==> src/gb_mapper_settings.svh <==
`ifndef GB_MAPPER_SETTINGS_SVH
`define GB_MAPPER_SETTINGS_SVH

// -------------------------------------------------------------------------
// bus and storage widths
// -------------------------------------------------------------------------
`define CART_ADDR_W    16              // cpu cartridge address
`define ROM_BANK_W     9               // up to 512 rom banks on mbc5
`define RAM_BANK_W     4               // up to 16 ram banks of 8 KiB
`define ROM_WADDR_W    22              // 9 bank bits above 13 word bits
`define CRAM_ADDR_W    17              // 128 KiB cartridge ram

// header byte offsets inside the downloaded image
`define HDR_CGB_OFS    25'h142         // colour flag in the odd byte
`define HDR_TYPE_OFS   25'h146         // mapper type in the odd byte
`define HDR_SIZE_OFS   25'h148         // rom size low byte, ram size high byte

// cpu regions selected by addr[15:13]
`define RGN_RAM_EN     3'b000          // 0000-1fff
`define RGN_ROM_BANK   3'b001          // 2000-3fff
`define RGN_RAM_BANK   3'b010          // 4000-5fff
`define RGN_MODE       3'b011          // 6000-7fff
`define RGN_CRAM       3'b101          // a000-bfff

`define MBC2_RAM_PAGE  7'b1010000      // addr[15:9] of the mbc2 nibble ram
`define RAM_ENABLE_KEY 4'ha            // low nibble that opens the ram

`endif

==> src/cart_bus_pkg.sv <==
`include "gb_mapper_settings.svh"

package cart_bus_pkg;

	localparam int DL_ADDR_W = 25;   // byte address of the download stream

	// cpu cartridge request, 26 bits
	typedef struct packed {
		logic                         rd;
		logic                         wr;
		logic [`CART_ADDR_W-1:0]      addr;
		logic [7:0]                   wdata;
	} cart_req_t;

	// download write of one 16 bit word, 42 bits
	typedef struct packed {
		logic                         wr;
		logic [DL_ADDR_W-1:0]         addr;       // even byte address
		logic [15:0]                  data;       // odd byte in [15:8]
	} dl_write_t;

	// request to external rom storage, 24 bits
	typedef struct packed {
		logic                         rd;
		logic [`ROM_WADDR_W-1:0]      word_addr;
		logic                         hi_byte;    // selects the odd byte of the word
	} rom_req_t;

endpackage

==> src/cart_types_pkg.sv <==
`include "gb_mapper_settings.svh"

package cart_types_pkg;

	// -------------------------------------------------------------------------
	// mapper kind as decoded from the header type byte
	// -------------------------------------------------------------------------
	typedef enum logic [2:0] {
		kind_none = 3'd0,   // plain 32 KiB rom, no banking
		kind_mbc1 = 3'd1,
		kind_mbc2 = 3'd2,
		kind_mbc3 = 3'd3,
		kind_mbc5 = 3'd4
	} mapper_kind_t;

	// decoded header record, 17 bits
	typedef struct packed {
		mapper_kind_t                 kind;
		logic [`ROM_BANK_W-1:0]       rom_mask;   // mirrors rom banks past the rom size
		logic [`RAM_BANK_W-1:0]       ram_mask;   // mirrors ram banks past the ram size
		logic                         cgb_game;   // colour flag 80h or c0h
	} cart_header_t;

	// -------------------------------------------------------------------------
	// cpu written bank controller state, 16 bits
	// -------------------------------------------------------------------------
	typedef struct packed {
		logic [`ROM_BANK_W-1:0]       rom_bank;
		logic [`RAM_BANK_W-1:0]       ram_bank;
		logic                         mbc1_mode;  // 1 selects ram banking on mbc1
		logic                         rtc_mode;   // mbc3 rtc mapped at a000
		logic                         ram_enable;
	} bank_state_t;

endpackage

==> src/mbc_address_map.sv <==
`include "gb_mapper_settings.svh"

module mbc_address_map (
	input  cart_bus_pkg::cart_req_t          cart,
	input  cart_types_pkg::cart_header_t     header,
	input  cart_types_pkg::bank_state_t      banks,
	output cart_bus_pkg::rom_req_t           rom,
	output logic [`CRAM_ADDR_W-1:0]          cram_addr
);
	import cart_types_pkg::*;

	logic [`ROM_BANK_W-1:0] rom_bank_eff;    // bank before masking
	logic [`ROM_BANK_W-1:0] rom_bank_msk;    // bank after size mirroring
	logic [`ROM_BANK_W-1:0] rom_bank_sel;    // bank 0 for the fixed window
	logic [`RAM_BANK_W-1:0] ram_bank_msk;
	logic [`RAM_BANK_W-1:0] ram_bank_sel;
	logic                   in_cram;         // access lands in a000-bfff

	// -------------------------------------------------------------------------
	// rom bank per mapper
	// -------------------------------------------------------------------------
	always_comb begin
		case (header.kind)
			kind_mbc1: begin
				// mode 0 routes the ram bank to the upper rom lines
				if (banks.mbc1_mode) rom_bank_eff = {4'b0000, banks.rom_bank[4:0]};
				else rom_bank_eff = {2'b00, banks.ram_bank[1:0], banks.rom_bank[4:0]};
			end
			kind_mbc2, kind_mbc3: rom_bank_eff = {2'b00, banks.rom_bank[6:0]};
			kind_mbc5:            rom_bank_eff = banks.rom_bank;
			default:              rom_bank_eff = '0;
		endcase
	end

	assign rom_bank_msk = rom_bank_eff & header.rom_mask;
	assign rom_bank_sel = cart.addr[14] ? rom_bank_msk : '0;   // 0000-3fff is always bank 0
	assign in_cram      = (cart.addr[15:13] == `RGN_CRAM);

	// word address into external rom, plain carts map 32 KiB linearly
	assign rom.rd      = cart.rd & ~in_cram;
	assign rom.hi_byte = cart.addr[0];
	assign rom.word_addr = (header.kind == kind_none) ?
		{{(`ROM_WADDR_W-14){1'b0}}, cart.addr[14:1]} :
		{rom_bank_sel, cart.addr[13:1]};

	// -------------------------------------------------------------------------
	// cartridge ram bank
	// -------------------------------------------------------------------------
	assign ram_bank_msk = banks.ram_bank & header.ram_mask;

	always_comb begin
		case (header.kind)
			kind_mbc1:            ram_bank_sel = banks.mbc1_mode ? ram_bank_msk : '0;
			kind_mbc3, kind_mbc5: ram_bank_sel = ram_bank_msk;
			default:              ram_bank_sel = '0;   // mbc2 and plain carts have one bank
		endcase
	end

	assign cram_addr = {ram_bank_sel, cart.addr[12:0]};

endmodule

==> config.mk <==
export PLATFORM = sky130hd
export DESIGN_NAME = mbc_address_map
export DESIGN_NICKNAME = d
export VERILOG_FILES = /design/src/cart_bus_pkg.sv /design/src/cart_types_pkg.sv /design/src/mbc_address_map.sv
export VERILOG_INCLUDE_DIRS = /design/src
export SDC_FILE = /design/constraint.sdc
export NUM_CORES = 1
export LEC_CHECK = 0
export BUFFER_PORTS_ARGS = -buffer_cell sky130_fd_sc_hd__buf_2
export CORE_MARGIN = 2
export CORE_UTILIZATION = 26
export DETAILED_ROUTE_END_ITERATION = 7
export PLACE_DENSITY = 0.95
export RECOVER_POWER = 50
export REMOVE_ABC_BUFFERS = 1
export SLEW_MARGIN = 20
export SYNTH_ARGS = -nofsm -noshare
export SYNTH_HDL_FRONTEND = slang
export SYNTH_SLANG_ARGS = --single-unit
==> constraint.sdc <==
create_clock -name vclk -period 1.5
set_input_delay 0.15 -clock vclk [all_inputs]
set_output_delay 0.15 -clock vclk [all_outputs]
set_load 0.02 [all_outputs]
==> results of run 1 <==
==> cell usage in the layout (no fill, tap or decap) <==
cell / Yosys / final
a21oi_1: 2 / 2
nand3_1: 2 / 2
a22o_1: 1 / 1
o21ai_0: 1 / 1
o21ba_1: 1 / 1
or3_1: 1 / 1
nor2_1: 5 / 5
nor4b_2: 1 / 1
o21a_1: 2 / 2
a21boi_1: 1 / 1
buf_2: 0 / 49
a31oi_1: 2 / 2
nand2_1: 8 / 8
and3_1: 7 / 7
nor2_2: 1 / 1
nand3_2: 1 / 1
and3b_1: 2 / 2
==> power breakdown <==
group	total [W]	internal (W)	leakage (nW)	switching, W
sequential	0	0	0	0
combinational	0.000118	0.0000585	0.326	0.0000599
clock	0	0	0	0
total	0.000118	0.0000585	0.326	0.0000599
==> kinds of logic (layout without fill, tap and decap cells) <==
kind of cell	after synthesis	count (layout)	share of synthesized area (%)
AOI/OAI and AO/OA	10	10	15.6
buffers and inverters	28	49	48.6
and+or+nand+nor	28	28	35.8
==> layout make-up <==
type / count / share of cell area (%)
timing repair buffer: 49 / 49.9
tap: 16 / 4.07
multi-input combinational: 38 / 46.1
==> worst min-delay path by stage <==
stage / end / cells past startpoint / slack (ns)
6_report: cram_addr[1] / 0 / 0.30
5_1_grt: rom[1] / 0 / 0.30
4_1_cts: cram_addr[1] / 0 / 0.30
3_5_place_dp: cram_addr[1] / 0 / 0.30
3_3_place_gp: cram_addr[1] / 0 / 0.30
2_1_floorplan: cram_addr[0] / 0 / 0.30
==> routing by layer <==
metal	GRT usage, %	vias to the layer above
met2	26.3	57
met1	11.9	206
met4	0	0
met5	14.3	-
li1	-	241
met3	11.2	0
==> stage by stage <==
step           total power [W]  hold slack (ns)  std cells  setup WS [ns]  area, um2
2_1_floorplan        0.0000484            0.300         38          0.471        226
3_3_place_gp          0.000115            0.300        103          0.325        492
3_5_place_dp          0.000119            0.300        103          0.310        492
4_1_cts               0.000119            0.300        103          0.306        492
5_1_grt               0.000130            0.300        103          0.241        492
6_report              0.000118            0.300        103          0.317        492
==> flow_summary.toml, run 1 <==
[outcome]
status = "finished, final reports clean"

[logic_synthesis]
syn_area_um2 = 440
ys_types = 18
netlist_instances = 66
yosysWarnings = 0
seq_area_frac_synth_pct = 0
yosysMostFrequentCell = "buf_4"
yosysTopAreaCell = "buf_4"
syn_area_per_cell_um2 = 6.67
synth_top_cell_area_share_pct = 46.0
synth_common_cells = "27 x buf_4, 8 x nand2_1, 7 x and3_1"
synth_area_leaders = "buf_4 46%, and3_1 9.9%, nand2_1 6.8%"

[setup_path]
cp_num_buf_inv = 2
crit_slowest_cell = "a22o_1"
cp-endpoint = "cram_addr[13]"
critPathCaptureType = "output port"
cpPeakStageDelay_ns = 0.21
startpoint_type = "primary input"
critPathMaxFanout = 12
path_depth = 5
crit_top_cell = "buf_2"
startpoint = "header[16]"
cp.required_ns = 1.35
path_cells = "buf_2 -> o21ba_1 -> a22o_1 -> and3_1 -> buf_2"
worst_ep_arrival_time_ns = 1.03
crit_family = "compound AO/OA/AOI/OAI gates"
crit_type = "in2out"

[finish]
fin_nets = 148
design.seq.count = 0
finalCoreUtilization_pct = 31.9
drive_gt1_share_pct = 59.8
multi_input_area_um2 = 226
clock_buffers = 0
fill_cells = 176
area_growth_pct = 11.6
ff_latch_area_um2 = 0
diodes = 0

[min_path]
min_from = "cart[9]"
hold_path.class = "in2out"

[sta]
hold_violations = 0
finalSetupViolations = 0
tightest_slew_ns = 0.262
rsz0062_at_grt = "no"
min_period_ns = 1.18
drv_slew = 0
finalSetupTns_ns = 0
fmax_mhz = 846
relSlewSlack_pct = 82.5
fin_crit_sh_pct = 78.8

[die]
rows = 14
die_y_um = 45.2
die-area_um2 = 2040
core_area_um2 = 1540
ios = 100
initial_utilization_pct = 28.6
die_w_um = 45.2

[power]
peakVddDrop_v = 0.0000731
p_leak_nw = 0.326
p_per_area_nw_per_um2 = 241

[route]
ant_nets = 0
wl_met3_um = 352
num_vias = 504
drc = 0
routed_wl_mm = 1.67
drt_iter0_markers = 6
routed_via_density = 4.89
wl_met2_um = 825
wl_per_cell_um = 16.2
wl_met1_um = 488
first_pass_iters = 4
top_layer = "met3"

[grt]
grt.total_usage_pct = 14.3
grt_pass1_vias = 437
grt_pass1_wl_mm = 2.13
grt_start_max_net_pins = 13
antenna_found_initial = 0
grt_overflow = 0

[placement]
place_congestion = 0.691
io_buffers = 49
dpl.hpwl_mm = 1.51

[run]
cap_violations = 0

[clock_network]
postCtsSetupBuffers = 0
post_cts_resized = 0
ctsHoldBuffers = 0
Note: power is estimated with default switching activity, not from simulation.
==> run 2, diff against run 1 <==
- CORE_UTILIZATION: 26 -> 22
- PLACE_DENSITY: 0.95 -> 0.9
- clock period: 1.5 -> 1 ns (I/O delays scaled with it)
==> run 2 against run 1 <==
The run now ends with negative setup slack left; flip-flop and latch count did not move; first-iteration DRC count fell by 83%; final cell count rose by 16%; die area rose by 17%; total power rose by 120%; global-route usage fell by 1.6 points; sequential share of layout area did not move; combinational power rose by 120%; hold slack got worse by 0.10 ns; critical path type unchanged; largest power group unchanged.
==> flow_summary.toml, run 2 (synthesis results as in run 1) <==
[outcome]
violations = "negative setup slack"
status = "complete, but fails checks"

[die]
initial_utilization_pct = 22.9
rows = 16
die_w_um = 48.7
core_area_um2 = 1920
ios = 100
die-area_um2 = 2380
die_y_um = 48.7

[placement]
dpl.hpwl_mm = 1.36
place_congestion = 0.718
io_buffers = 49
pre_cts_ws_ns = -0.0942

[sta]
finalSetupTns_ns = -0.0517
tightest_slew_ns = 0.225
drv_slew = 0
min_period_ns = 1.02
timing.final.ws_setup_ns = -0.0160
rsz0062_at_grt = "yes"
relSlewSlack_pct = 84.9
hold_violations = 0
hold_slack_ns = 0.200
fin_crit_sh_pct = 102
finalSetupViolations = 4
fmax_mhz = 984

[route]
drt_iter0_markers = 1
routed_wl_mm = 1.66
first_pass_iters = 3
num_vias = 546
ant_nets = 0
drc = 0
routed_via_density = 4.59
wl_per_cell_um = 14.0

[finish]
layout.cells.most_common = "buf_2"
layout_common_cells = "33 x buf_2, 10 x buf_4, 9 x buf_6"
ff_latch_area_um2 = 0
diodes = 0
fill_cells = 216
clock_buffers = 0
fin_nets = 153
multi_input_area_um2 = 305
area_growth_pct = 62.5
design.seq.count = 0
drive_gt1_share_pct = 75.0

[grt]
grt_overflow = 0
grt_pass1_wl_mm = 2.40
grt_start_max_net_pins = 8
grt_pass1_vias = 510
antenna_found_initial = 0
grt.total_usage_pct = 12.7

[power]
switching_power_w = 0.000111
p_int_w = 0.000145
p_per_area_nw_per_um2 = 358
power.total_w = 0.000256
seq_power_share_pct = 0
sw_frac_of_total_pct = 43.5
comb_power_share_pct = 100.0
peakVddDrop_v = 0.000128
p_leak_nw = 0.376
clkPwrFrac_pct = 0

[setup_path]
critPathMaxFanout = 6
critPathCaptureType = "output port"
cp.required_ns = 0.90
crit_type = "in2out"
worst_ep_arrival_time_ns = 0.92
startpoint_type = "primary input"

[clock_network]
ctsHoldBuffers = 0

[min_path]
hold_path.class = "in2out"

[run]
cap_violations = 0
==> run 2: cell count changes in the layout (fill, tap and decap cells not counted), moves of 2 or more <==
cell	previous run	this run
buf_2	49	33
nor2_1	5	3
buf_6	0	9
and3_4	0	5
and3_1	7	2
nand3_1	2	0
buf_4	0	10
==> run 2: cell type report <==
type               instances  area share (%)
repair buffers            54            52.6
well taps                 27            4.72
multi-input cells         38            42.7
==> run 2: layer usage <==
layer | vias to the layer above | GRT usage (%) | share of wire [%]
met5 | - | 9.52 | 0
met3 | 0 | 12.7 | 25
met2 | 67 | 19.4 | 44
met1 | 229 | 12.4 | 30
met4 | 0 | 0 | 0
li1 | 250 | - | -
==> run 2: worst paths after layout <==
path,from,endpoint,depth (start not counted)
max,header[16],rom[20],5
min,cart[9],cram_addr[1],0
==> run 2: critical path: stages <==
cell	delay, ns
buf_8	0.11
or3_4	0.42
nand3_2	0.10
a21oi_2	0.04
buf_4	0.16
==> run 2: repair_timing <==
action | CTS | global route
setup buffers | 0 | 2
setup endpoints to repair | 13 | 11
pin swaps | 15 | 5
gates resized for setup | 31 | 14
==> run 2: metrics by stage <==
| stage | cell area, um2 | util (%) | std cells |
|---|---|---|---|
| after floorplan | 226 | - | 38 |
| after global placement | 528 | 27.5 | 117 |
| after detailed placement | 528 | 27.5 | 117 |
| after CTS | 642 | 33.4 | 117 |
| after global routing | 716 | 37.2 | 119 |
| final | 716 | 37.2 | 119 |
==> run 2: power by group through the flow <==
| stage | logic [W] | registers (W) | clock network (W) |
|---|---|---|---|
| floorplan | 0.0000726 | 0 | 0 |
| CTS | 0.000231 | 0 | 0 |
| finish | 0.000256 | 0 | 0 |
| detailed placement | 0.000187 | 0 | 0 |
| global route | 0.000279 | 0 | 0 |
| global placement | 0.000183 | 0 | 0 |
