## src/gb_mapper_settings.svh

```systemverilog
`ifndef GB_MAPPER_SETTINGS_SVH
`define GB_MAPPER_SETTINGS_SVH

// -------------------------------------------------------------------------
// bus and storage widths
// -------------------------------------------------------------------------
`define CART_ADDR_W    16              // cpu cartridge address
`define ROM_BANK_W     9               // up to 512 rom banks on mbc5
`define RAM_BANK_W     4               // up to 16 ram banks of 8 KiB
`define ROM_WADDR_W    22              // 9 bank bits above 13 word bits
`define CRAM_ADDR_W    17              // 128 KiB cartridge ram

// header byte offsets inside the downloaded image
`define HDR_CGB_OFS    25'h142         // colour flag in the odd byte
`define HDR_TYPE_OFS   25'h146         // mapper type in the odd byte
`define HDR_SIZE_OFS   25'h148         // rom size low byte, ram size high byte

// cpu regions selected by addr[15:13]
`define RGN_RAM_EN     3'b000          // 0000-1fff
`define RGN_ROM_BANK   3'b001          // 2000-3fff
`define RGN_RAM_BANK   3'b010          // 4000-5fff
`define RGN_MODE       3'b011          // 6000-7fff
`define RGN_CRAM       3'b101          // a000-bfff

`define MBC2_RAM_PAGE  7'b1010000      // addr[15:9] of the mbc2 nibble ram
`define RAM_ENABLE_KEY 4'ha            // low nibble that opens the ram

`endif

```

## src/cart_bus_pkg.sv

```systemverilog
`include "gb_mapper_settings.svh"

package cart_bus_pkg;

	localparam int DL_ADDR_W = 25;   // byte address of the download stream

	// cpu cartridge request, 26 bits
	typedef struct packed {
		logic                         rd;
		logic                         wr;
		logic [`CART_ADDR_W-1:0]      addr;
		logic [7:0]                   wdata;
	} cart_req_t;

	// download write of one 16 bit word, 42 bits
	typedef struct packed {
		logic                         wr;
		logic [DL_ADDR_W-1:0]         addr;       // even byte address
		logic [15:0]                  data;       // odd byte in [15:8]
	} dl_write_t;

	// request to external rom storage, 24 bits
	typedef struct packed {
		logic                         rd;
		logic [`ROM_WADDR_W-1:0]      word_addr;
		logic                         hi_byte;    // selects the odd byte of the word
	} rom_req_t;

endpackage

```

## src/cart_types_pkg.sv

```systemverilog
`include "gb_mapper_settings.svh"

package cart_types_pkg;

	// -------------------------------------------------------------------------
	// mapper kind as decoded from the header type byte
	// -------------------------------------------------------------------------
	typedef enum logic [2:0] {
		kind_none = 3'd0,   // plain 32 KiB rom, no banking
		kind_mbc1 = 3'd1,
		kind_mbc2 = 3'd2,
		kind_mbc3 = 3'd3,
		kind_mbc5 = 3'd4
	} mapper_kind_t;

	// decoded header record, 17 bits
	typedef struct packed {
		mapper_kind_t                 kind;
		logic [`ROM_BANK_W-1:0]       rom_mask;   // mirrors rom banks past the rom size
		logic [`RAM_BANK_W-1:0]       ram_mask;   // mirrors ram banks past the ram size
		logic                         cgb_game;   // colour flag 80h or c0h
	} cart_header_t;

	// -------------------------------------------------------------------------
	// cpu written bank controller state, 16 bits
	// -------------------------------------------------------------------------
	typedef struct packed {
		logic [`ROM_BANK_W-1:0]       rom_bank;
		logic [`RAM_BANK_W-1:0]       ram_bank;
		logic                         mbc1_mode;  // 1 selects ram banking on mbc1
		logic                         rtc_mode;   // mbc3 rtc mapped at a000
		logic                         ram_enable;
	} bank_state_t;

endpackage

```

## src/mbc_registers.sv

```systemverilog
`include "gb_mapper_settings.svh"

module mbc_registers (
	input  logic                         clk_sys,
	input  logic                         reset,
	input  logic                         cpu_ce,
	input  cart_bus_pkg::cart_req_t      cart,
	input  cart_types_pkg::cart_header_t header,
	output cart_types_pkg::bank_state_t  banks
);
	import cart_types_pkg::*;

	logic       reg_wr;     // cpu write in an enabled cycle
	logic [2:0] region;     // 8 KiB region of the access
	logic       is_mbc1;
	logic       is_mbc3;
	logic       is_mbc5;

	assign reg_wr  = cpu_ce & cart.wr;
	assign region  = cart.addr[15:13];
	assign is_mbc1 = (header.kind == kind_mbc1);
	assign is_mbc3 = (header.kind == kind_mbc3);
	assign is_mbc5 = (header.kind == kind_mbc5);

	// -------------------------------------------------------------------------
	// register writes into the rom area 0000-7fff
	// -------------------------------------------------------------------------
	always_ff @(posedge clk_sys) begin
		if (reset) begin
			banks.rom_bank   <= `ROM_BANK_W'd1;   // bank 0 is never selected at 4000
			banks.ram_bank   <= '0;
			banks.mbc1_mode  <= 1'b0;
			banks.rtc_mode   <= 1'b0;
			banks.ram_enable <= 1'b0;
		end else if (reg_wr) begin
			case (region)
				`RGN_RAM_EN: begin
					banks.ram_enable <= (cart.wdata[3:0] == `RAM_ENABLE_KEY);
				end

				`RGN_ROM_BANK: begin
					if (is_mbc5) begin
						// mbc5 takes a full 8 bit bank, bank 0 allowed
						if (cart.addr[12])
							banks.rom_bank[8] <= cart.wdata[0];      // 3000-3fff high bit
						else
							banks.rom_bank[7:0] <= cart.wdata;       // 2000-2fff
					end else if (cart.wdata[6:0] == 7'd0) begin
						banks.rom_bank <= `ROM_BANK_W'd1;         // 0 maps to 1
					end else begin
						banks.rom_bank <= {2'b00, cart.wdata[6:0]};
					end
				end

				`RGN_RAM_BANK: begin
					if (is_mbc3) begin
						if (cart.wdata[3]) begin
							banks.rtc_mode <= 1'b1;   // rtc register at a000
						end else begin
							banks.rtc_mode <= 1'b0;
							banks.ram_bank <= {2'b00, cart.wdata[1:0]};
						end
					end else if (is_mbc5) begin
						banks.ram_bank <= cart.wdata[3:0];
					end else begin
						banks.ram_bank <= {2'b00, cart.wdata[1:0]};   // mbc1 upper bits too
					end
				end

				`RGN_MODE: begin
					if (is_mbc1) banks.mbc1_mode <= cart.wdata[0];   // only mbc1 has a mode
				end

				default: ;   // a000 and up is not a register
			endcase
		end
	end

endmodule

```

## config.mk

```make
export PLATFORM = sky130hd
export DESIGN_NAME = mbc_registers
export DESIGN_NICKNAME = d
export VERILOG_FILES = /design/src/cart_bus_pkg.sv /design/src/cart_types_pkg.sv /design/src/mbc_registers.sv
export VERILOG_INCLUDE_DIRS = /design/src
export SDC_FILE = /design/constraint.sdc
export NUM_CORES = 1
export LEC_CHECK = 0
export BUFFER_PORTS_ARGS = -buffer_cell sky130_fd_sc_hd__buf_4
export CAP_MARGIN = 20
export CORE_MARGIN = 10
export CORE_UTILIZATION = 39
export CTS_BUF_LIST = sky130_fd_sc_hd__clkbuf_16
export DETAILED_ROUTE_END_ITERATION = 7
export GPL_ROUTABILITY_DRIVEN = 1
export MAX_ROUTING_LAYER = met4
export PLACE_DENSITY = 0.77
export SYNTH_ARGS = -nofsm -noshare
export SYNTH_HDL_FRONTEND = slang
export SYNTH_SLANG_ARGS = --single-unit
```

## constraint.sdc

```tcl
create_clock -name clk_sys -period 1.6 [get_ports clk_sys]
set_clock_uncertainty 0.2 [all_clocks]
set_input_delay 0.4 -clock clk_sys [delete_from_list [all_inputs] [get_ports clk_sys]]
set_output_delay 0.4 -clock clk_sys [all_outputs]
set_load 0.05 [all_outputs]
```

==> flow_results.xml <==
<?xml version="1.0" encoding="UTF-8"?>
<metrics>
  <group name="final_layout">
    <metric name="final_cell_count_no_fill" unit="">155</metric>
    <metric name="antenna_cells" unit="">0</metric>
    <metric name="largest_register_ffs" unit="">16</metric>
    <metric name="final.fill_count" unit="">193</metric>
    <metric name="largest_register" unit="">banks</metric>
    <metric name="final_util" unit="">0.592</metric>
    <metric name="seq_area" unit="sq um">320</metric>
    <metric name="reg_top3" unit="">banks: 16 flops</metric>
    <metric name="drive_above_1_share" unit="">0.409</metric>
    <metric name="fin_nets" unit="">174</metric>
    <metric name="area_growth_from_synthesis_to_layout" unit="%">45.5</metric>
    <metric name="area_taken_by_multi_input_logic_gates" unit="sq um">539</metric>
  </group>
  <group name="yosys">
    <metric name="syn_inst" unit="">85</metric>
    <metric name="synth.largest_area_cell" unit="">sky130_fd_sc_hd__dfxtp_1</metric>
    <metric name="ys_warn_count" unit="">0</metric>
    <metric name="yosysSeqAreaShare" unit="">0.360</metric>
    <metric name="syn_area" unit="sq um">891</metric>
    <metric name="post_synth_num_cell_types" unit="">33</metric>
    <metric name="top_post_synthesis_cells_by_count" unit="">sky130_fd_sc_hd__nand2b_1 (19), sky130_fd_sc_hd__dfxtp_1 (16), sky130_fd_sc_hd__mux2i_1 (11)</metric>
    <metric name="synth_area_per_cell" unit="sq um">10.5</metric>
    <metric name="synth_ff_type" unit="">sky130_fd_sc_hd__dfxtp_1</metric>
    <metric name="post-synth-top-count-cell" unit="">sky130_fd_sc_hd__nand2b_1</metric>
    <metric name="ys_async_sr_fraction" unit="">0</metric>
    <metric name="synth_enable_flop_cells" unit="">0</metric>
    <metric name="synthesis.nets" unit="">131</metric>
    <metric name="ys_ff_latch" unit="">16</metric>
    <metric name="yosys.area.top_type_share" unit="">0.360</metric>
    <metric name="synthTopCellsByArea" unit="">sky130_fd_sc_hd__dfxtp_1 (36%), sky130_fd_sc_hd__nand2b_1 (13%), sky130_fd_sc_hd__mux2i_1 (12%)</metric>
  </group>
  <group name="power_and_ir_drop">
    <metric name="vdd.ir_drop.worst" unit="uV">572</metric>
    <metric name="share_comb_of_total_power" unit="">0.134</metric>
    <metric name="power.static_leakage" unit="nW">0.538</metric>
    <metric name="net-switching-power" unit="mW">0.214</metric>
    <metric name="total_power" unit="mW">1.02</metric>
    <metric name="swShare" unit="">0.210</metric>
    <metric name="pwr_density_cell" unit="nW/um^2">786</metric>
    <metric name="power.sequential.fraction" unit="">0.397</metric>
    <metric name="cellInternalPower" unit="mW">0.805</metric>
    <metric name="p_clk_frac" unit="">0.469</metric>
  </group>
  <group name="cts">
    <metric name="maximum_count_of_clock_buffers_along_a_single_path" unit="">2</metric>
    <metric name="ctsHoldBuffers" unit="">0</metric>
    <metric name="ctsHtreeMaxLevel" unit="">1</metric>
    <metric name="clockRootBuffer" unit="">sky130_fd_sc_hd__clkbuf_16</metric>
    <metric name="tritoncts" unit="">built</metric>
    <metric name="cts_resized" unit="">0</metric>
    <metric name="insertion_delay_to_the_later_sink_of_the_worst_skew_pair" unit="ns">0.24</metric>
    <metric name="post-cts-setup-buffers" unit="">0</metric>
    <metric name="number_of_buffers_added_by_the_clock_tree_synthesis_step" unit="">3</metric>
    <metric name="clkSlewWorstSetupHoldPaths" unit="ns">0.05</metric>
    <metric name="numClockSinks" unit="">16</metric>
  </group>
  <group name="sta">
    <metric name="totalNegativeSetupSlack" unit="ns">0</metric>
    <metric name="fmax" unit="MHz">668</metric>
    <metric name="slew_headroom" unit="">0.737</metric>
    <metric name="timing.final.max_slew_violations" unit="">0</metric>
    <metric name="finalSetupViolCount" unit="">0</metric>
    <metric name="finalWorstPathRequiredPeriod" unit="ns">1.50</metric>
    <metric name="final_hold_viol_count" unit="">0</metric>
    <metric name="final.period_utilization" unit="">0.936</metric>
    <metric name="rsz0062_at_grt" unit="">no</metric>
    <metric name="minimum_setup_slack_in_the_final_design" unit="ns">0.103</metric>
    <metric name="tightest_slew" unit="ns">0.395</metric>
  </group>
  <group name="floorplan">
    <metric name="core" unit="sq um">2190</metric>
    <metric name="die_x" unit="microns">67.8</metric>
    <metric name="initial_core_util" unit="">0.407</metric>
    <metric name="num_rows" unit="">17</metric>
    <metric name="floorplan.die_area" unit="sq um">4600</metric>
    <metric name="dieHeight" unit="microns">67.8</metric>
    <metric name="ports" unit="">62</metric>
  </group>
  <group name="grt">
    <metric name="grt_start_max_net_pins" unit="">28</metric>
    <metric name="wire_length_of_the_first_global_routing_pass" unit="microns">3890</metric>
    <metric name="grt_pass1_vias" unit="">852</metric>
    <metric name="groute.usage.overall" unit="">0.110</metric>
    <metric name="grt_antenna_before_repair" unit="">0</metric>
    <metric name="gr-total-overflow" unit="">0</metric>
  </group>
  <group name="drt">
    <metric name="ant_nets" unit="">0</metric>
    <metric name="routed-via-count" unit="">806</metric>
    <metric name="drt-wirelength-per-cell" unit="microns">15.2</metric>
    <metric name="drt_first_pass_iters" unit="">4</metric>
    <metric name="wl" unit="microns">2360</metric>
    <metric name="drt_first_iter_violations" unit="">22</metric>
    <metric name="detail_routed_via_count_per_cell" unit="">5.20</metric>
    <metric name="drt_drc_violations_left" unit="">0</metric>
  </group>
  <group name="place">
    <metric name="place.gp.congestion" unit="">0.805</metric>
    <metric name="portBuffers" unit="">34</metric>
    <metric name="dpl.hpwl" unit="microns">1820</metric>
    <metric name="pre_cts_slack" unit="ns">-0.153</metric>
    <metric name="placedCellCount" unit="">151</metric>
  </group>
  <group name="setup_path">
    <metric name="max_stage_delay" unit="ns">0.45</metric>
    <metric name="cp_max_fo" unit="">4</metric>
    <metric name="worstPathRequired" unit="ns">1.57</metric>
    <metric name="crit_path_cell_trace" unit="">buf_4 &gt; nand4b_2 &gt; a311oi_4 &gt; mux2i_1</metric>
    <metric name="crit_path_end_kind" unit="">flip-flop</metric>
    <metric name="path_class" unit="">primary input to flip-flop</metric>
    <metric name="critPathArrivalTime" unit="ns">1.47</metric>
    <metric name="critical_path.slowest_cell" unit="">sky130_fd_sc_hd__a311oi_4</metric>
    <metric name="crit_path_start_kind" unit="">primary input</metric>
  </group>
  <group name="worst_hold_path">
    <metric name="worstHoldPathType" unit="">primary input to flip-flop</metric>
  </group>
  <group name="outcome">
    <metric name="status" unit="">finished, final reports clean</metric>
  </group>
  <group name="run">
    <metric name="maxCapViolations" unit="">0</metric>
  </group>
</metrics>
-- critical path, delay by kind of cell --
family          cells  cell delay (ns)
compound gates      1             0.45
buf+inv             1             0.12
simple gates        1             0.26
mux                 1             0.24
-- cell type report --
cell class	count	area share
clock inverter	1	0.00290
timing repair buffer	42	0.243
tap	28	0.0270
sequential	16	0.247
clock buffer	3	0.0579
inverter	2	0.00579
multi-input combinational	63	0.416
-- final timing paths --
| path | start | endpoint | slack (ns) | cells past startpoint |
|---|---|---|---|---|
| worst max register to register | banks[7] | banks[7] | 0.63 | 1 |
| worst min register to register | banks[11] | banks[11] | 0.27 | 2 |
| worst min-delay path | cart[5] | banks[12] | 0.24 | 3 |
| worst max-delay path | cart[23] | banks[5] | 0.10 | 4 |
-- logic make-up (layout without fill, tap and decap cells) --
logic type             count (synthesis)  count (layout)  synth area share
AO/OA/AOI/OAI                          9               9            0.0927
buffers and inverters                  6              48            0.0351
flip-flops                            16              16             0.360
multiplexers                          11              11             0.124
AND/OR/NAND/NOR                       43              43             0.389
-- placed cells by master, fill, tap and decap left out --
| cell | synthesis | final |
|---|---|---|
| sky130_fd_sc_hd__nand3_1 | 2 | 2 |
| sky130_fd_sc_hd__o21ba_1 | 1 | 1 |
| sky130_fd_sc_hd__dfxtp_1 | 16 | 16 |
| sky130_fd_sc_hd__nor2b_1 | 2 | 2 |
| sky130_fd_sc_hd__nor2_1 | 1 | 1 |
| sky130_fd_sc_hd__nand3b_1 | 2 | 2 |
| sky130_fd_sc_hd__clkinv_1 | 0 | 1 |
| sky130_fd_sc_hd__nand4b_2 | 1 | 1 |
| sky130_fd_sc_hd__a21oi_1 | 2 | 2 |
| sky130_fd_sc_hd__o21a_1 | 1 | 1 |
| sky130_fd_sc_hd__o31ai_1 | 1 | 1 |
| sky130_fd_sc_hd__clkbuf_16 | 0 | 3 |
| sky130_fd_sc_hd__nor3_1 | 1 | 1 |
| sky130_fd_sc_hd__and3_4 | 1 | 1 |
| sky130_fd_sc_hd__or4_1 | 1 | 1 |
| sky130_fd_sc_hd__buf_4 | 0 | 42 |
| sky130_fd_sc_hd__nand4bb_4 | 1 | 1 |
| sky130_fd_sc_hd__nor3b_2 | 1 | 1 |
| sky130_fd_sc_hd__nor4_2 | 1 | 1 |
| sky130_fd_sc_hd__o32a_1 | 1 | 1 |
| sky130_fd_sc_hd__inv_1 | 2 | 2 |
| sky130_fd_sc_hd__nand4bb_1 | 2 | 2 |
| sky130_fd_sc_hd__and4bb_1 | 1 | 1 |
| sky130_fd_sc_hd__nor4bb_1 | 1 | 1 |
| sky130_fd_sc_hd__nor4b_1 | 1 | 1 |
| sky130_fd_sc_hd__nand4_1 | 3 | 3 |
| sky130_fd_sc_hd__mux2i_1 | 11 | 11 |
| sky130_fd_sc_hd__o21ai_0 | 1 | 1 |
| sky130_fd_sc_hd__a311oi_4 | 1 | 1 |
| sky130_fd_sc_hd__and2_1 | 1 | 1 |
| sky130_fd_sc_hd__nand2b_1 | 19 | 19 |
| sky130_fd_sc_hd__o22ai_1 | 1 | 1 |
| sky130_fd_sc_hd__and4bb_4 | 1 | 1 |
-- power groups by stage --
stage                     clock, mW  combinational (mW)  sequential [mW]
after global routing          0.509               0.147            0.404
after CTS                     0.487               0.137            0.404
after detailed placement          0               0.136            0.412
final                         0.478               0.137            0.404
after floorplan                   0              0.0510            0.423
after global placement            0               0.133            0.412
-- routing by layer --
metal  part of all wire  global-route usage  vias to the layer above
li1                   -                   -                      397
met1               0.42               0.118                      377
met2               0.48               0.184                       30
met3              0.098              0.0347                        2
met4             0.0034              0.0452                        0
met5                  0                   -                        -
-- stage by stage --
step | hold slack (ns) | area, sq um
2_1_floorplan | 0.352 | 891
3_3_place_gp | 0.259 | 1220
3_5_place_dp | 0.268 | 1220
4_1_cts | 0.239 | 1300
5_1_grt | 0.262 | 1300
6_report | 0.240 | 1300
Power figures use the tool's default switching activity.
