<file path="config.mk">
export PLATFORM = sky130hd
export DESIGN_NAME = cart_header_capture
export DESIGN_NICKNAME = d
export VERILOG_FILES = /design/src/cart_bus_pkg.sv /design/src/cart_types_pkg.sv /design/src/cart_header_capture.sv
export VERILOG_INCLUDE_DIRS = /design/src
export SDC_FILE = /design/constraint.sdc
export NUM_CORES = 1
export LEC_CHECK = 0
export BUFFER_PORTS_ARGS = -buffer_cell sky130_fd_sc_hd__buf_2
export CAP_MARGIN = 20
export CORE_ASPECT_RATIO = 0.75
export CORE_MARGIN = 3
export CORE_UTILIZATION = 37
export CTS_BUF_LIST = sky130_fd_sc_hd__clkbuf_4
export DETAILED_ROUTE_END_ITERATION = 10
export PLACE_DENSITY = 0.73
export REMOVE_ABC_BUFFERS = 1
export SYNTH_ARGS = -nofsm -noshare
export SYNTH_HDL_FRONTEND = slang
export SYNTH_SLANG_ARGS = --single-unit
</file>
<file path="constraint.sdc">
create_clock -name clk_sys -period 2.55 [get_ports clk_sys]
set_clock_uncertainty 0.05 [all_clocks]
set_input_delay 0.1275 -clock clk_sys [delete_from_list [all_inputs] [get_ports clk_sys]]
set_output_delay 0.1275 -clock clk_sys [all_outputs]
set_load 0.01 [all_outputs]
</file>
<file path="src/gb_mapper_settings.svh">
`ifndef GB_MAPPER_SETTINGS_SVH
`define GB_MAPPER_SETTINGS_SVH

// -------------------------------------------------------------------------
// bus and storage widths
// -------------------------------------------------------------------------
`define CART_ADDR_W    16              // cpu cartridge address
`define ROM_BANK_W     9               // up to 512 rom banks on mbc5
`define RAM_BANK_W     4               // up to 16 ram banks of 8 KiB
`define ROM_WADDR_W    22              // 9 bank bits above 13 word bits
`define CRAM_ADDR_W    17              // 128 KiB cartridge ram

// header byte offsets inside the downloaded image
`define HDR_CGB_OFS    25'h142         // colour flag in the odd byte
`define HDR_TYPE_OFS   25'h146         // mapper type in the odd byte
`define HDR_SIZE_OFS   25'h148         // rom size low byte, ram size high byte

// cpu regions selected by addr[15:13]
`define RGN_RAM_EN     3'b000          // 0000-1fff
`define RGN_ROM_BANK   3'b001          // 2000-3fff
`define RGN_RAM_BANK   3'b010          // 4000-5fff
`define RGN_MODE       3'b011          // 6000-7fff
`define RGN_CRAM       3'b101          // a000-bfff

`define MBC2_RAM_PAGE  7'b1010000      // addr[15:9] of the mbc2 nibble ram
`define RAM_ENABLE_KEY 4'ha            // low nibble that opens the ram

`endif

</file>
<file path="src/cart_bus_pkg.sv">
`include "gb_mapper_settings.svh"

package cart_bus_pkg;

	localparam int DL_ADDR_W = 25;   // byte address of the download stream

	// cpu cartridge request, 26 bits
	typedef struct packed {
		logic                         rd;
		logic                         wr;
		logic [`CART_ADDR_W-1:0]      addr;
		logic [7:0]                   wdata;
	} cart_req_t;

	// download write of one 16 bit word, 42 bits
	typedef struct packed {
		logic                         wr;
		logic [DL_ADDR_W-1:0]         addr;       // even byte address
		logic [15:0]                  data;       // odd byte in [15:8]
	} dl_write_t;

	// request to external rom storage, 24 bits
	typedef struct packed {
		logic                         rd;
		logic [`ROM_WADDR_W-1:0]      word_addr;
		logic                         hi_byte;    // selects the odd byte of the word
	} rom_req_t;

endpackage

</file>
<file path="src/cart_types_pkg.sv">
`include "gb_mapper_settings.svh"

package cart_types_pkg;

	// -------------------------------------------------------------------------
	// mapper kind as decoded from the header type byte
	// -------------------------------------------------------------------------
	typedef enum logic [2:0] {
		kind_none = 3'd0,   // plain 32 KiB rom, no banking
		kind_mbc1 = 3'd1,
		kind_mbc2 = 3'd2,
		kind_mbc3 = 3'd3,
		kind_mbc5 = 3'd4
	} mapper_kind_t;

	// decoded header record, 17 bits
	typedef struct packed {
		mapper_kind_t                 kind;
		logic [`ROM_BANK_W-1:0]       rom_mask;   // mirrors rom banks past the rom size
		logic [`RAM_BANK_W-1:0]       ram_mask;   // mirrors ram banks past the ram size
		logic                         cgb_game;   // colour flag 80h or c0h
	} cart_header_t;

	// -------------------------------------------------------------------------
	// cpu written bank controller state, 16 bits
	// -------------------------------------------------------------------------
	typedef struct packed {
		logic [`ROM_BANK_W-1:0]       rom_bank;
		logic [`RAM_BANK_W-1:0]       ram_bank;
		logic                         mbc1_mode;  // 1 selects ram banking on mbc1
		logic                         rtc_mode;   // mbc3 rtc mapped at a000
		logic                         ram_enable;
	} bank_state_t;

endpackage

</file>
<file path="src/cart_header_capture.sv">
`include "gb_mapper_settings.svh"

module cart_header_capture (
	input  logic                         clk_sys,
	input  logic                         reset,
	input  cart_bus_pkg::dl_write_t      dl,
	output cart_types_pkg::cart_header_t header
);
	import cart_types_pkg::*;

	logic [7:0] type_byte;     // raw mapper type
	logic [7:0] rom_size;      // raw rom size code
	logic [7:0] ram_size;      // raw ram size code
	logic [7:0] cgb_flag;      // raw colour flag
	logic [9:0] rom_span;      // one past the largest bank number

	// -------------------------------------------------------------------------
	// grab the header bytes as the image streams past
	// -------------------------------------------------------------------------
	always_ff @(posedge clk_sys) begin
		if (reset) begin
			type_byte <= 8'h00;
			rom_size  <= 8'h00;
			ram_size  <= 8'h00;
			cgb_flag  <= 8'h00;
		end else if (dl.wr) begin
			if (dl.addr == `HDR_CGB_OFS)  cgb_flag  <= dl.data[15:8];
			if (dl.addr == `HDR_TYPE_OFS) type_byte <= dl.data[15:8];
			if (dl.addr == `HDR_SIZE_OFS) begin
				ram_size <= dl.data[15:8];
				rom_size <= dl.data[7:0];
			end
		end
	end

	assign rom_span = 10'd2 << rom_size[3:0];   // code n means 2^(n+1) banks

	always_comb begin
		case (type_byte)
			8'd1, 8'd2, 8'd3:                     header.kind = kind_mbc1;
			8'd5, 8'd6:                           header.kind = kind_mbc2;
			8'd15, 8'd16, 8'd17, 8'd18, 8'd19:    header.kind = kind_mbc3;
			8'd25, 8'd26, 8'd27, 8'd28, 8'd29,
			8'd30:                                header.kind = kind_mbc5;
			default:                              header.kind = kind_none;
		endcase
		if (rom_size <= 8'd8) header.rom_mask = rom_span[`ROM_BANK_W-1:0] - 1'b1;
		else                  header.rom_mask = 9'h07f;   // odd sizes fall back to 128 banks
		if (ram_size <= 8'd2)      header.ram_mask = 4'h0;   // 8 KiB or less, single bank
		else if (ram_size == 8'd3) header.ram_mask = 4'h3;   // 32 KiB
		else                       header.ram_mask = 4'hf;
		header.cgb_game = (cgb_flag == 8'h80) || (cgb_flag == 8'hc0);
	end

endmodule

</file>
==> flow_metrics.env, run 1 <==
export IMPL_min_to="ram_size[3]$_SDFFE_PP0P_"
export IMPL_ant_nets=0
export IMPL_cts_root_buf="clkbuf_4"
export IMPL_synth_top_cell_by_area="dfxtp_1"
export IMPL_ir_drop_uv=212
export IMPL_routabilityCongestion=0.811
export IMPL_cp_common_cell="nand2_1"
export IMPL_fill_cells=416
export IMPL_fin_area_um2=2220
export IMPL_r2r_start="type_byte[0]$_SDFFE_PP0N_"
export IMPL_firstDrtPassIters=4
export IMPL_worst_path_max_fanout=7
export IMPL_async_flop_share_pct=0
export IMPL_die_area_um2=5540
export IMPL_grt_pass1_wl_mm=6.56
export IMPL_synthFlopType="dfxtp_1"
export IMPL_post_dp_hpwl_mm=2.95
export IMPL_regArea_um2=681
export IMPL_final_hold_violation_count=0
export IMPL_worst_pin_slew_ns=0.637
export IMPL_ys_warn_count=0
export IMPL_ios=61
export IMPL_rr_worst_depth=6
export IMPL_cpPeakStageDelay_ns=0.38
export IMPL_start_util_pct=40.4
export IMPL_cts_sinks=34
export IMPL_maxSlewViolCount=0
export IMPL_rows=20
export IMPL_overflow=0
export IMPL_cts_made_buffers=5
export IMPL_setup_tns_ns=0
export IMPL_grt_max_degree=21
export IMPL_crit_type="reg -> out"
export IMPL_io_buffer_count=59
export IMPL_drc=0
export IMPL_postCtsSetupRepairBufs=0
export IMPL_vias_per_cell=4.93
export IMPL_clock_path_buffers=2
export IMPL_power_uw=891
export IMPL_layout_drive_gt1_share_pct=35.9
export IMPL_postPlaceCellArea_um2=2040
export IMPL_fin_nets=316
export IMPL_reg2reg_setup_slack_ns=1.21
export IMPL_required_ns=2.37
export IMPL_cts_tree="done"
export IMPL_synthCells=200
export IMPL_min_from="dl[11]"
export IMPL_n_antenna_cell=0
export IMPL_first_iter_violations=98
export IMPL_critPathArrivalTime_ns=2.03
export IMPL_antenna_found_initial=0
export IMPL_p_per_area_nw_per_um2=402
export IMPL_endpoint_kind="output pin"
export IMPL_synth_seq_cells=34
export IMPL_grt_pass1_vias=1470
export IMPL_clock_latency_ns=0.33
export IMPL_cp_start_kind="flop"
export IMPL_rsz0062_at_grt="false"
export IMPL_setup_violations=0
export IMPL_htreeDepth=2
export IMPL_stdcell_count=325
export IMPL_total_leakage_power_uw=0.00102
export IMPL_status="completed"
export IMPL_cts_clk_slew_worst_paths_ns=0.10
export IMPL_die_h_um=65.2
export IMPL_areaGrowthSynthToFinish_pct=28.1
export IMPL_synth_distinct_cells=43
export IMPL_min_path_type="in -> reg"
export IMPL_core_um2=4280
export IMPL_fmax_ghz=0.454
export IMPL_crit_family="simple AND/OR/NAND/NOR gates"
export IMPL_slew_headroom_pct=57.4
export IMPL_worst_path_buf_inv=2
export IMPL_cap_violations=0
export IMPL_ys_seq_area_share_pct=39.3
export IMPL_crit_path_cell_trace="nor3_1, buf_4, nand2_1, ha_1, and3_1, o21ai_0, o31ai_1, nand2_1, buf_2"
export IMPL_syn_area_per_cell_um2=8.65
export IMPL_finalCriticalPeriod_ns=2.20
export IMPL_worst_path_max_delay_cell="dfxtp_1"
export IMPL_dr_total_vias=1601
export IMPL_post_drt_wl_per_cell_um=11.9
export IMPL_multiInputGateArea_um2=961
export IMPL_die_w_um=85.0
export IMPL_yosys_area_top_type_share_pct=39.3
export IMPL_grt_util_all_layers_pct=14.5
export IMPL_routed_wl_mm=3.86
export IMPL_period_share_pct=86.4
export IMPL_synthTopCellsByArea="dfxtp_1 39%, mux2i_1 8.1%, nand2_1 6.5%"
export IMPL_synth_edff_count=0
export IMPL_place_inst=305
export IMPL_whs_path_depth=3
export IMPL_synthesis_area_um2=1730
-- logic make-up after synthesis --
kind of cell / after synthesis / share of synthesized area, %
AND/OR/NAND/NOR: 99 / 31.7
other: 1 / 0.217
adder cells (fa/ha/maj): 3 / 2.17
multiplexers: 14 / 8.10
AO/OA/AOI/OAI: 32 / 12.9
XOR/XNOR: 1 / 0.506
flip-flops: 34 / 39.3
buffers and inverters: 16 / 5.13
-- worst max path at each step --
stage / start / to / slack (ns) / depth (start not counted)
2_1_floorplan: dl[31] / flop / 0.56 / 9
3_3_place_gp: dl[16] / flop / 0.30 / 10
3_5_place_dp: dl[16] / flop / 0.21 / 10
4_1_cts: rom_size[1]$_SDFFE_PP0P_ / header[8] / 0.34 / 9
5_1_grt: rom_size[2]$_SDFFE_PP0P_ / header[12] / 0.19 / 9
6_report: rom_size[1]$_SDFFE_PP0P_ / header[8] / 0.35 / 9
-- flip-flops by register name, indices dropped and copies added, names as in the netlist, named ones only --
register / count
ram_size: 8
rom_size: 8
cgb_flag: 7
type_byte: 8
-- repair_timing --
| action | CTS | global route |
|---|---|---|
| endpoints found under the hold margin | 11 | 1 |
| hold buffers | 11 | 1 |
| endpoints found under the setup margin | 0 | 0 |
| gates resized for setup | 0 | 0 |
-- cell type report --
| cell class | count | share of cell area, % |
|---|---|---|
| inverters | 4 | 0.677 |
| repair buffers | 74 | 19.8 |
| multi-input cells | 150 | 43.3 |
| clock inverters | 2 | 0.395 |
| clock buffers | 6 | 2.03 |
| well taps | 55 | 3.10 |
| flip-flops and latches | 34 | 30.7 |
-- report_power, final --
group / leakage (uW) / internal [uW] / switching, uW
registers: 0.000274 / 531 / 0.00000620
logic: 0.000716 / 42.1 / 33.3
clock network: 0.0000331 / 114 / 170
-- per-layer routing --
metal  GRT usage, %  vias up  wire length, um
li1               -      825                -
met1           19.9      726             1910
met2           22.4       45             1660
met3           3.51        5              242
met4           4.74        0               43
met5              0        -                0
-- synthesized netlist by cell type (4+ instances only) --
master and instances:
dfxtp_1 34, nand2_1 30, nor2_1 22, mux2i_1 14, a21oi_2 11, nand2_2 10
a21oi_1 7, and3_1 5, clkbuf_1 5, and2_1 4, buf_4 4, inv_1 4
o21ai_0 4
-- worst register-to-register path, cell delays in order (launching register included) --
cell and delay [ns]:
dfxtp_1 0.31, mux2i_1 0.18, nor2_1 0.09, ha_1 0.24, a21boi_0 0.13, a31oi_1 0.16
o21ai_1 0.08
-- stage by stage --
stage / utilization, % / hold WS (ns) / worst slack [ns]
finish: 51.8 / 0.0123 / 0.346
global placement: 47.7 / 0.329 / 0.304
global route: 51.8 / 0.00579 / 0.187
floorplan: - / 0.140 / 0.558
detailed placement: 47.7 / 0.329 / 0.210
CTS: 51.6 / 0.00200 / 0.339
-- cells in the final DEF, fill, tap and decap left out, types with 5 or more instances in the layout --
cell / instances
mux2i_1: 14
nor2_1: 22
dfxtp_1: 34
buf_2: 59
clkbuf_4: 6
nand2_2: 10
nand2_1: 30
dlygate4sd3_1: 12
a21oi_1: 7
a21oi_2: 11
and3_1: 5
(Power assumes the default switching activity.)
==> run 2: changes to the inputs <==
--- a/config.mk
+++ b/config.mk
@@ -6,6 +6,7 @@
 export SDC_FILE = /design/constraint.sdc
 export NUM_CORES = 1
 export LEC_CHECK = 0
+export ABC_AREA = 1
 export BUFFER_PORTS_ARGS = -buffer_cell sky130_fd_sc_hd__buf_2
 export CAP_MARGIN = 20
 export CORE_ASPECT_RATIO = 0.75
@@ -13,7 +14,7 @@
 export CORE_UTILIZATION = 37
 export CTS_BUF_LIST = sky130_fd_sc_hd__clkbuf_4
 export DETAILED_ROUTE_END_ITERATION = 10
-export PLACE_DENSITY = 0.73
+export PLACE_DENSITY = 0.72
 export REMOVE_ABC_BUFFERS = 1
 export SYNTH_ARGS = -nofsm -noshare
 export SYNTH_HDL_FRONTEND = slang
==> run 2 against run 1 <==
Sequential power about the same. Global-route usage about the same. Clock power increased by 34%. Total power increased by 11%. Critical path type unchanged. Largest cell class unchanged.
==> flow_metrics.env, run 2 <==
export IMPL_first_iter_violations=102
export IMPL_setup_violations=0
export IMPL_layout_commonest_cell="inv_1"
export IMPL_yosysMostFrequentCell="inv_1"
export IMPL_synth_seq_cells=34
export IMPL_cp_common_cell="a21oi_1"
export IMPL_regArea_um2=681
export IMPL_p_int_uw=768
export IMPL_finalCriticalPeriod_ns=2.11
export IMPL_power_frac_comb_pct=7.8
export IMPL_vias_per_cell=4.68
export IMPL_ant_nets=0
export IMPL_synthFlopType="dfxtp_1"
export IMPL_p_clk_share_pct=38.6
export IMPL_clock_latency_ns=0.33
export IMPL_synth_top_cells_by_count="61 x inv_1, 45 x nor2_1, 39 x nand2_1"
export IMPL_drc=0
export IMPL_status="completed"
export IMPL_grt_pass1_vias=1569
export IMPL_synthCells=276
export IMPL_die_area_um2=6000
export IMPL_setup_slack_ns=0.442
export IMPL_min_from="dl[1]"
export IMPL_critPathArrivalTime_ns=1.93
export IMPL_routabilityCongestion=0.804
export IMPL_r2r_start="type_byte[0]$_SDFFE_PP0N_"
export IMPL_start_util_pct=40.3
export IMPL_required_ns=2.37
export IMPL_maxSlewViolCount=0
export IMPL_reg2reg_setup_slack_ns=1.32
export IMPL_whs_path_depth=3
export IMPL_p_per_area_nw_per_um2=431
export IMPL_power_uw=989
export IMPL_n_antenna_cell=0
export IMPL_pre_cts_ws_ns=0.679
export IMPL_cts_tree="done"
export IMPL_grt_pass1_wl_mm=6.80
export IMPL_async_flop_share_pct=0
export IMPL_areaGrowthSynthToFinish_pct=21.8
export IMPL_die_h_um=67.8
export IMPL_grt_util_all_layers_pct=14.5
export IMPL_endpoint_kind="output pin"
export IMPL_ys_warn_count=0
export IMPL_cap_violations=0
export IMPL_rsz0062_at_grt="false"
export IMPL_io_buffer_count=59
export IMPL_cts_clk_slew_worst_paths_ns=0.11
export IMPL_p_sw_share_pct=22.4
export IMPL_p_seq_share_pct=53.6
export IMPL_crit_type="reg -> out"
export IMPL_synth_edff_count=0
export IMPL_min_path_type="in -> reg"
export IMPL_grt_max_degree=33
export IMPL_fin_nets=381
export IMPL_cpPeakStageDelay_ns=0.49
export IMPL_clock_path_buffers=2
export IMPL_p_sw_uw=222
export IMPL_synth_distinct_cells=29
export IMPL_setup_tns_ns=0
export IMPL_cts_root_buf="clkbuf_4"
export IMPL_final_hold_violation_count=0
export IMPL_total_leakage_power_uw=0.00117
export IMPL_rr_worst_depth=9
export IMPL_synthesis_area_um2=1890
export IMPL_final_cell_mix="61 x inv_1, 59 x buf_2, 45 x nor2_1, 39 x nand2_1, 34 x dfxtp_1"
export IMPL_min_to="rom_size[1]$_SDFFE_PP0P_"
export IMPL_post_drt_wl_per_cell_um=10.8
export IMPL_fill_cells=478
export IMPL_htreeDepth=2
export IMPL_worst_path_buf_inv=2
export IMPL_cts_sinks=34
export IMPL_cts_made_buffers=5
export IMPL_reg_top3="ram_size: 8 flops, rom_size: 8 flops, type_byte: 8 flops"
export IMPL_antenna_found_initial=0
export IMPL_dr_total_vias=1833
export IMPL_synth_top_cell_by_area="dfxtp_1"
export IMPL_die_w_um=88.5
export IMPL_period_share_pct=82.7
export IMPL_postCtsSetupRepairBufs=0
export IMPL_worst_path_max_fanout=4
export IMPL_ios=61
export IMPL_worst_path_max_delay_cell="nor4_2"
export IMPL_multiInputGateArea_um2=911
export IMPL_post_dp_hpwl_mm=3.29
export IMPL_core_um2=4680
export IMPL_crit_family="compound AO/OA/AOI/OAI gates"
export IMPL_routed_wl_mm=4.23
export IMPL_synthTopCellsByArea="dfxtp_1 36%, inv_1 12%, nor2_1 9.0%"
export IMPL_ir_drop_uv=421
export IMPL_syn_area_per_cell_um2=6.84
export IMPL_fmax_ghz=0.474
export IMPL_yosys_area_top_type_share_pct=36.1
export IMPL_rows=21
export IMPL_layout_drive_gt1_share_pct=25.1
export IMPL_firstDrtPassIters=4
export IMPL_cp_start_kind="flop"
export IMPL_ys_seq_area_share_pct=36.1
export IMPL_overflow=0
export IMPL_crit_path_cell_trace="nor4_2, inv_1, a21oi_1, o21ai_0, a21oi_1, buf_2"
run 2: cell count changes after synthesis, sizes merged, moves of 3 or more:
cell | previous run | this run
inv | 4 | 62
a211oi | 1 | 16
o211ai | 1 | 5
nand4 | 3 | 8
nor4 | 6 | 3
nor2 | 22 | 49
mux2i | 14 | 0
and3 | 5 | 0
o21ai | 6 | 11
nor3 | 3 | 0
nand3 | 3 | 14
a21oi | 18 | 13
and2 | 4 | 0
run 2: cells by family (layout without fill, tap and decap cells):
| group | count (synthesis) | in the layout | synth area share [%] |
|---|---|---|---|
| AO/OA/AOI/OAI | 46 | 46 | 15.9 |
| AND/OR/NAND/NOR | 117 | 117 | 29.7 |
| buffers and inverters | 74 | 133 | 15.6 |
| XOR/XNOR | 1 | 1 | 0.464 |
| flip-flops | 34 | 34 | 36.1 |
| adder cells (fa/ha/maj) | 3 | 3 | 1.99 |
| other | 1 | 1 | 0.199 |
run 2: worst max-delay path by stage:
| stage | start | to | slack (ns) | depth (start not counted) |
|---|---|---|---|---|
| global placement | dl[23] | flop | 0.74 | 14 |
| finish | rom_size[4]$_SDFFE_PP0P_ | header[12] | 0.44 | 6 |
| floorplan | dl[35] | ram_size[0]$_SDFFE_PP0P_ | 0.93 | 6 |
| CTS | rom_size[4]$_SDFFE_PP0P_ | header[12] | 0.44 | 6 |
| global route | rom_size[4]$_SDFFE_PP0P_ | header[12] | 0.27 | 6 |
| detailed placement | dl[23] | flop | 0.68 | 14 |
run 2: layer usage:
layer	global-route usage (%)	vias up	share of wire [%]
li1	-	990	-
met2	21.0	29	43
met3	4.45	4	4.2
met5	0	-	0
met4	3.40	0	0.76
met1	20.9	810	52
run 2: through the flow:
| step | utilization, % | std cells | hold WS (ns) | cell area, um^2 |
|---|---|---|---|---|
| 2_1_floorplan | - | 265 | 0.156 | 1830 |
| 3_3_place_gp | 47.2 | 383 | 0.365 | 2210 |
| 3_5_place_dp | 47.2 | 383 | 0.365 | 2210 |
| 4_1_cts | 49.1 | 392 | 0.00357 | 2300 |
| 5_1_grt | 49.1 | 392 | 0.00121 | 2300 |
| 6_report | 49.1 | 392 | 0.0118 | 2300 |
run 2: timing repair:
item	4_1_cts	5_1_grt
hold buffers	1	0
hold endpoints to repair	1	0
gates resized for setup	0	0
run 2: layout make-up:
class                      instances  share of cell area, %
inverter                          63                   10.3
clock inverter                     3                   1.74
timing repair buffer              62                   13.9
sequential                        34                   29.6
tap                               57                   3.10
multi-input combinational        168                   39.7
clock buffer                       5                   1.63
run 2: worst reg2reg max path: stages (launching register included):
cell and delay (ns):
dfxtp_1 0.31, inv_1 0.04, nand2_1 0.06, o211ai_2 0.09, inv_1 0.06, ha_1 0.21
nand4_1 0.13, nand2_1 0.06, nand2_1 0.06, nand2_1 0.05
run 2: power groups by stage:
stage               Sequential (uW)  Combinational (uW)  Clock (uW)
finish                          531                77.1         382
global route                    531                86.1         413
CTS                             531                77.5         393
detailed placement              543                75.8           0
global placement                543                74.8           0
floorplan                       543                25.2           0
